$ cat config.mk
export PLATFORM = sky130hd
export DESIGN_NAME = byte_lane_regfile
export DESIGN_NICKNAME = d
export VERILOG_FILES = /design/src/design/lsram_pkg.sv /design/src/design/byte_lane_regfile.sv
export VERILOG_INCLUDE_DIRS = /design/src /design/src/design
export SDC_FILE = /design/constraint.sdc
export NUM_CORES = 1
export LEC_CHECK = 0
export BUFFER_PORTS_ARGS = -buffer_cell sky130_fd_sc_hd__buf_2
export CORE_ASPECT_RATIO = 0.9
export CORE_MARGIN = 4
export CORE_UTILIZATION = 40
export CTS_CLUSTER_DIAMETER = 40
export CTS_CLUSTER_SIZE = 10
export DETAILED_ROUTE_END_ITERATION = 7
export PLACE_DENSITY = 0.62
export REMOVE_ABC_BUFFERS = 1
export SLEW_MARGIN = 25
export SYNTH_ARGS = -nofsm -noshare
export SYNTH_HDL_FRONTEND = slang
export SYNTH_SLANG_ARGS = --single-unit
$ cat constraint.sdc
create_clock -name clk -period 3.5 [get_ports clk]
set_input_delay 1.05 -clock clk [delete_from_list [all_inputs] [get_ports clk]]
set_output_delay 1.05 -clock clk [all_outputs]
set_load 0.01 [all_outputs]
$ cat src/design/lsram_consts.svh
`ifndef LSRAM_CONSTS_SVH
`define LSRAM_CONSTS_SVH

// AXI4-Lite byte address width.
`define LSRAM_AXI_ADDR_W 12

// data word and byte lane geometry.
`define LSRAM_DATA_W     32
`define LSRAM_LANE_W     8
`define LSRAM_N_LANES    4

// word index widths of the two storage regions.
`define LSRAM_RAM_ADDR_W 8
`define LSRAM_REG_ADDR_W 4

`endif

$ cat src/design/lsram_pkg.sv
`default_nettype none

`include "lsram_consts.svh"

package lsram_pkg;

   typedef logic [`LSRAM_AXI_ADDR_W-1:0] axi_addr_t; // byte address.
   typedef logic [`LSRAM_DATA_W-1:0]     data_t;
   typedef logic [`LSRAM_N_LANES-1:0]    strb_t;     // strobe and lane enable.
   typedef logic [`LSRAM_RAM_ADDR_W-1:0] ram_addr_t;
   typedef logic [`LSRAM_REG_ADDR_W-1:0] reg_addr_t;
   typedef logic [1:0]                   resp_t;

   localparam resp_t RESP_OKAY   = 2'b00;
   localparam resp_t RESP_SLVERR = 2'b10;

   // one transaction at a time, so a single FSM covers both channels.
   typedef enum logic [2:0]
   {
      IDLE,
      WRITE,
      WRESP,
      READ,
      RDATA
   } slave_state_e;

endpackage

`default_nettype wire

$ cat src/design/byte_lane_regfile.sv
`timescale 1ns/1ps
`default_nettype none

`include "lsram_consts.svh"

module byte_lane_regfile
#(
   parameter int ADDR_W = `LSRAM_REG_ADDR_W
)
(
   input  logic                clk,
   input  logic                rst,
   input  logic [ADDR_W-1:0]   addr,
   input  lsram_pkg::data_t    wdata,
   input  lsram_pkg::strb_t    lane_en,
   output lsram_pkg::data_t    rdata
);

   localparam int DEPTH = 1 << ADDR_W;

   for (genvar i = 0; i < `LSRAM_N_LANES; i++)
   begin : g_lane
      logic [`LSRAM_LANE_W-1:0] mem [0:DEPTH-1];

      always_ff @(posedge clk)
      begin
         if (rst)
         begin
            for (int j = 0; j < DEPTH; j++)
            begin
               mem[j] <= '0; // whole file clears.
            end
         end
         else if (lane_en[i])
         begin
            mem[addr] <= wdata[i*`LSRAM_LANE_W +: `LSRAM_LANE_W];
         end
      end

      // combinational read, no latency.
      assign rdata[i*`LSRAM_LANE_W +: `LSRAM_LANE_W] = mem[addr];
   end

endmodule

`default_nettype wire

==> flow_summary_export.csv, run 1 <==
group,metric,value,unit
yosys,yosys_warnings,0,
global_route,antenna_found_initial,3,
yosys,yosysMostFrequentCell,"and2_1",
die,start_util,40.82,%
clock_tree,cts_max_path_buffers,3,
placed_design,hpwlAfterDp,37.28,mm
sta,final_hold_viol_count,0,
die,fp.dieW,263.4,um
setup_path,cp.arrival,2.55,ns
global_route,grt_overflow,0,
route,dr.pass1.iters,5,
yosys,syn_inst,1495,
yosys,yosysTopAreaCell,"edfxtp_1",
setup_path,required,2.45,ns
worst_hold_path,min_path_type,"primary input to flip-flop",
placed_design,dp_cells,2298,
yosys,synth.avg_cell_area,15.71,um2
yosys,async_flop_share,0,%
route,drt-initial-drc-count,1101,
yosys,yosys-top-cells-area,"edfxtp_1 65%, and2_1 14%, mux4_2 12%, a22oi_1 2.0%, or2_2 1.6%",
finish,nFillCells,4801,
finish,final_area,28450,um2
placed_design,io_buffers,73,
yosys,netlist_area,23490,um2
run,cap_violations,0,
route,routedWlPerCell,23.58,um
sta,period_minus_slack,3.597,ns
clock_tree,clkTransAtPathRegs,0.05,ns
die,core-area,57530,um2
clock_tree,cts_buffers,84,
yosys,synth_cell_types,21,
setup_path,crit_fanout,8,
die,die-area,62660,um2
power,leakagePower,10.08,nW
route,via_per_inst,5.307,
clock_tree,h-tree-depth,3,
setup_path,path_class,"primary input to primary output",
placed_design,dpl-instance-area,25040,um2
sta,fmax,278.0,MHz
global_route,grt_pass1_vias,13690,
yosys,synth_top_area_share,65.47,%
status,violations,"negative setup slack",
die,die_y,237.9,um
yosys,synth_seq_cells,512,
status,outcome,"complete, but fails checks",
finish,final_cells,2466,
global_route,grt_max_degree,32,
finish,reg.largest.list,"g_lane.mem: 512 flops",
sta,setup_ws,-0.09714,ns
finish,nNetsFinal,1682,
setup_path,start_kind,"primary input",
global_route,grt_pass1_wl,87.70,mm
sta,tns,-0.8889,ns
clock_tree,cts_root_buf,"clkbuf_16",
finish,largest-register,"g_lane.mem",
power,vdd_drop_max,0.3756,mV
route,drc_errors,0,
route,ant_nets,0,
sta,rsz0062_at_grt,"yes",
die,rows,83,
placed_design,routabilityCongestion,0.7983,
die,io_pins,74,
global_route,grt_util_all_layers,18.49,%
yosys,ys_seq_area_share,65.47,%
route,finalWirelength,58.15,mm
sta,tightest_slew,0.8602,ns
finish,area_growth,21.16,%
power,power_density,575.4,nW/um2
yosys,synth_ff_type,"edfxtp_1",
sta,maxSlewHeadroom,42.66,%
finish,drive_above_1_share,32.18,%
yosys,yosys-top-cells-count,"513 x and2_1, 512 x edfxtp_1, 128 x mux4_2",
yosys,synth-edff-count,512,
finish,largest_register_ffs,512,
route,via_count,13090,
setup_path,critPathCaptureType,"primary output",
sta,finalMaxSlewViolations,0,
sta,setup_viol,25,
clock_tree,clock-sinks,512,
clock_tree,cts_tree,"built",
sta,period_share,102.8,%
worst paths after layout:
kind              startpoint                   to  depth (start not counted)
setup / recovery     addr[0]            rdata[23]                          7
hold / removal     wdata[16]  g_lane[2].mem[7][0]                          2
worst max-delay path, cell delays in order:
cell and delay (ns):
buf_16 0.13, buf_12 0.16, buf_16 0.15, mux4_2 0.51
a22oi_2 0.29, nand2_1 0.10, buf_2 0.15
layer usage:
layer	global-route usage (%)	wire length (um)	share of wire [%]
met5	0	27	0.046
met1	25.60	25410	44
met2	30.22	28210	49
met3	3.660	3206	5.5
met4	5.165	1302	2.2
through the flow:
stage	power [W]	setup WS (ns)	utilization (%)	hold WS (ns)
2_1_floorplan	0.007830	-0.04945	-	1.248
3_3_place_gp	0.008431	-0.2420	43.53	1.575
3_5_place_dp	0.008455	-0.2598	43.53	1.588
4_1_cts	0.01651	-0.08860	49.22	0.9393
5_1_grt	0.01690	-0.1523	49.46	0.9584
6_report	0.01637	-0.09714	49.46	0.9691
cells by family (layout without fill, tap and decap cells):
| logic type | Yosys count | after routing | share of synthesized area, % |
|---|---|---|---|
| simple gates | 696 | 696 | 18.26 |
| flops | 512 | 512 | 65.47 |
| mux | 128 | 128 | 12.27 |
| buf+inv | 95 | 300 | 1.950 |
| compound gates | 64 | 64 | 2.046 |
| other cells | 0 | 1 | 0 |
power by group:
part	leakage (nW)	total [W]	internal (W)	switching, W
clock network	1.30	0.00793	0.00501	0.00292
registers	4.88	0.00721	0.00710	0.000102
logic	3.89	0.00124	0.000541	0.000698
total	10.1	0.0164	0.0127	0.00372
placed cells by master, fill, tap and decap left out, types with 5 or more instances in the layout:
cell type	count
mux4_2	128
nand2_1	31
inv_6	9
buf_16	9
buf_6	5
buf_2	69
edfxtp_1	512
clkinv_2	11
a22oi_1	21
nor2_2	17
clkinvlp_4	9
clkinv_1	10
clkbuf_16	86
a22oi_2	43
or2_2	61
nor2_1	40
bufinv_16	8
nor2_4	8
buf_4	46
and2_1	513
nand4bb_1	8
clkbuf_1	8
buf_12	21
timing repair:
item | CTS | global route
gates cloned | 5 | 2
setup buffers | 12 | 4
endpoints found under the setup margin | 32 | 32
hold buffers | 0 | 0
gates resized for setup | 55 | 12
hold endpoints to repair | 0 | 0
pin swaps | 21 | 10
layout make-up:
class                   count  area [um2]  share of cell area [%]
diodes                      1       2.502                0.008794
flip-flops and latches    512       15370                   54.03
clock buffers              92        2132                   7.493
repair buffers            154        1513                   5.316
multi-input cells         888        7885                   27.71
well taps                 765       957.2                   3.364
clock inverters            54       590.6                   2.075
(Power assumes the default switching activity.)
==> inputs of run 2 (changes only) <==
- SKIP_CTS_REPAIR_TIMING: default -> 1
==> flow_summary_export.csv, run 2 (synthesized netlist as in run 1, its figures left out) <==
group,metric,value,unit
status,outcome,"completed",
sta,finalMaxSlewViolations,0,
finish,largest-register,"g_lane.mem",
sta,setup_viol,0,
setup_path,worstPathCellList,"clkbuf_16 > buf_4 > mux4_2 > a22oi_2 > buf_4 > nand2_1 > buf_2",
route,via_per_inst,5.274,
setup_path,critical_path.slowest_cell,"mux4_2",
clock_tree,cts_max_path_buffers,3,
finish,drive_above_1_share,30.94,%
finish,final_common_cell,"and2_1",
finish,nNetsFinal,1679,
sta,final_hold_viol_count,0,
setup_path,crit_fanout,5,
die,io_pins,74,
clock_tree,cts_tree,"built",
route,finalWirelength,57.95,mm
worst_hold_path,min_path_type,"primary input to flip-flop",
finish,area_growth,20.14,%
power,power_density,578.3,nW/um2
route,dr.pass1.iters,5,
global_route,grt_max_degree,32,
die,die-area,62660,um2
setup_path,cp.arrival,2.44,ns
finish,final_cell_mix,"513 x and2_1, 512 x edfxtp_1, 128 x mux4_2, 90 x clkbuf_16, 71 x buf_2",
global_route,grt_util_all_layers,18.14,%
placed_design,hpwlAfterDp,37.28,mm
clock_tree,clkTransAtPathRegs,0.05,ns
sta,fmax,286.1,MHz
route,ant_nets,0,
global_route,antenna_found_initial,3,
placed_design,routabilityCongestion,0.7983,
power,finalPower,0.01632,W
sta,tns,0,ns
power,vdd_drop_max,0.3834,mV
run,cap_violations,0,
die,die_y,237.9,um
clock_tree,cts_root_buf,"clkbuf_16",
clock_tree,h-tree-depth,3,
sta,period_minus_slack,3.495,ns
route,via_count,12990,
setup_path,start_kind,"primary input",
clock_tree,cts_buffers,84,
die,rows,83,
global_route,grt_pass1_vias,13540,
setup_path,critPathCaptureType,"primary output",
global_route,grt_pass1_wl,86.25,mm
route,drt-initial-drc-count,1059,
route,routedWlPerCell,23.53,um
sta,period_share,99.85,%
global_route,grt_overflow,0,
die,start_util,40.82,%
sta,rsz0062_at_grt,"yes",
setup_path,crit_path_frequent_cell,"buf_4",
setup_path,path_class,"primary input to primary output",
die,fp.dieW,263.4,um
sta,tightest_slew,0.8437,ns
power,leakagePower,10.01,nW
placed_design,io_buffers,73,
setup_path,critPathMaxStageDelay,0.53,ns
clock_tree,clock-sinks,512,
finish,largest_register_ffs,512,
route,drc_errors,0,
setup_path,required,2.45,ns
sta,maxSlewHeadroom,43.75,%
finish,reg.largest.list,"g_lane.mem: 512 flops",
die,core-area,57530,um2
[run 2: cell types whose count changed in the layout (fill, tap and decap cells not counted)]
cell / change
clkbuf_16: +4
buf_4: +4
buf_8: -1
buf_12: -8
buf_2: +2
a22oi_1: +17
nand2_1: +2
nand2_2: -2
a22oi_2: -17
buf_16: -3
bufbuf_16: -1
[run 2: routing by layer]
metal | up-vias | share of wire [%] | track usage [%]
met1 | 6616 | 43 | 25.16
met5 | - | 0.047 | 0
li1 | 5850 | - | -
met4 | 4 | 2.2 | 5.358
met2 | 428 | 48 | 29.40
met3 | 91 | 5.9 | 3.640
[run 2: path summary, 6_finish.rpt]
check      from                   end  slack [ns]  depth (start not counted)
max     addr[0]             rdata[24]       0.005                          7
min    wdata[7]  g_lane[0].mem[10][7]        0.97                          2
[run 2: critical path: cells and delay by family]
kind                   cells  cell delay, ns
AO/OA/AOI/OAI              1            0.23
multiplexers               1            0.53
AND/OR/NAND/NOR            1            0.05
buffers and inverters      4            0.58
[run 2: metrics by stage]
| stage | hold WS [ns] | std cells | util [%] | area, um2 | setup slack (ns) |
|---|---|---|---|---|---|
| 3_3_place_gp | 1.575 | 2298 | 43.53 | 25040 | -0.2420 |
| 2_1_floorplan | 1.248 | 1400 | - | 23030 | -0.04945 |
| 3_5_place_dp | 1.588 | 2298 | 43.53 | 25040 | -0.2598 |
| 4_1_cts | 0.9393 | 2444 | 48.26 | 27760 | -0.2630 |
| 5_1_grt | 0.9584 | 2463 | 49.04 | 28210 | -0.04891 |
| 6_report | 0.9701 | 2463 | 49.04 | 28210 | 0.005100 |
[run 2: power by group]
group          internal (W)  switching [W]
registers           0.00710       0.000102
clock network       0.00501        0.00291
logic              0.000512       0.000679
[run 2: cell type report]
class	count	area [um2]
antenna	1	2.502
clock buffer	92	2132
clock inverter	54	590.6
fill	4821	29320
multi-input combinational	888	7795
sequential	512	15370
tap	765	957.2
timing repair buffer	151	1363
==> inputs of run 3 (changes only) <==
- CTS_BUF_LIST: default -> sky130_fd_sc_hd__clkbuf_8
- PLACE_DENSITY: 0.62 -> default
- PLACE_DENSITY_LB_ADDON: default -> 0.2
==> flow_summary_export.csv, run 3 (synthesized netlist as in run 1, its figures left out) <==
group,metric,value,unit
placed_design,dp_cells,2306,
clock_tree,clock-sinks,512,
finish,final_area,27570,um2
clock_tree,cts_max_path_buffers,3,
finish,final_core_util,47.92,%
route,dr.pass1.iters,5,
worst_hold_path,min_path_type,"primary input to flip-flop",
route,drt-initial-drc-count,818,
sta,finalMaxSlewViolations,0,
status,outcome,"complete, but fails checks",
placed_design,routabilityCongestion,0.7624,
finish,final_cells,2480,
placed_design,io_buffers,73,
power,power_density,513.2,nW/um2
sta,rsz0062_at_grt,"yes",
route,ant_nets,0,
finish,reg.largest.list,"g_lane.mem: 512 flops",
sta,fmax,280.0,MHz
sta,setup_viol,18,
finish,drive_above_1_share,32.92,%
global_route,grt_pass1_vias,13430,
die,core-area,57530,um2
die,io_pins,74,
clock_tree,cts_tree,"built",
sta,period_minus_slack,3.571,ns
setup_path,crit_fanout,6,
clock_tree,h-tree-depth,3,
sta,period_share,102.0,%
route,routedWlPerCell,23.36,um
die,die_y,237.9,um
finish,area_growth,17.39,%
status,violations,"negative setup slack",
die,die-area,62660,um2
setup_path,start_kind,"primary input",
placed_design,place_ws,-0.2277,ns
sta,setup_ws,-0.07117,ns
setup_path,required,2.45,ns
global_route,grt_pass1_wl,86.82,mm
route,via_count,12810,
finish,largest_register_ffs,512,
sta,tightest_slew,0.9091,ns
finish,nNetsFinal,1689,
sta,maxSlewHeadroom,39.39,%
die,rows,83,
setup_path,cp.arrival,2.52,ns
run,cap_violations,0,
global_route,grt_overflow,0,
sta,final_hold_viol_count,0,
placed_design,hpwlAfterDp,38.18,mm
route,finalWirelength,57.94,mm
setup_path,critPathCaptureType,"primary output",
finish,largest-register,"g_lane.mem",
sta,tns,-0.5456,ns
clock_tree,cts_buffers,86,
global_route,grt_max_degree,43,
finish,final_cell_mix,"512 x and2_1, 512 x edfxtp_1, 128 x mux4_2, 89 x clkbuf_8, 66 x buf_2",
global_route,grt_util_all_layers,18.29,%
global_route,antenna_found_initial,3,
route,drc_errors,0,
power,vdd_drop_max,0.2597,mV
power,leakagePower,9.684,nW
route,via_per_inst,5.166,
clock_tree,cts_root_buf,"clkbuf_8",
placed_design,dpl-instance-area,25160,um2
setup_path,path_class,"primary input to primary output",
die,fp.dieW,263.4,um
clock_tree,clkTransAtPathRegs,0.06,ns
die,start_util,40.82,%
[run 3: cell types whose count changed in the layout (fill, tap and decap cells not counted), sizes merged]
cell / change
clkinv: +2
bufinv: +1
clkbuf: -5
diode: +1
clkinvlp: +8
buf: +10
[run 3: worst paths after layout]
| kind | startpoint | endpoint | slack [ns] | cells after the start |
|---|---|---|---|---|
| worst max-delay path | addr[0] | rdata[30] | -0.07 | 7 |
| worst min-delay path | wdata[11] | g_lane[1].mem[15][3] | 0.89 | 2 |
[run 3: stage by stage]
| stage | hold slack, ns | power, W |
|---|---|---|
| CTS | 0.8342 | 0.01419 |
| global placement | 1.541 | 0.008455 |
| global route | 0.8633 | 0.01467 |
| floorplan | 1.248 | 0.007830 |
| detailed placement | 1.558 | 0.008479 |
| finish | 0.8900 | 0.01415 |
[run 3: layout make-up]
type | count | area (um2)
Tap cell | 765 | 957.2
Clock buffer | 89 | 1225
Clock inverter | 65 | 610.6
Fill cell | 5003 | 29960
Sequential cell | 512 | 15370
Multi-Input combinational cell | 888 | 7894
Antenna cell | 2 | 5.005
Timing Repair Buffer | 159 | 1504
[run 3: layer usage]
metal  vias up  GRT usage (%)  wire length [um]
li1       5864              -                 -
met1      6572          26.07             26250
met2       296          29.37             28040
met3        79          3.351              2560
met4         0          4.779              1090
met5         -              0                 0
[run 3: power by group]
part | switching (W) | leakage (nW) | internal [W]
Sequential | 0.000106 | 4.88 | 0.00709
Clock | 0.00262 | 0.911 | 0.00310
Combinational | 0.000693 | 3.89 | 0.000543
[run 3: worst max-delay path: stages]
cell and delay [ns]:
buf_16 0.14, buf_16 0.14, buf_4 0.11, mux4_2 0.54, a22oi_2 0.24, nand2_1 0.13, buf_2 0.16
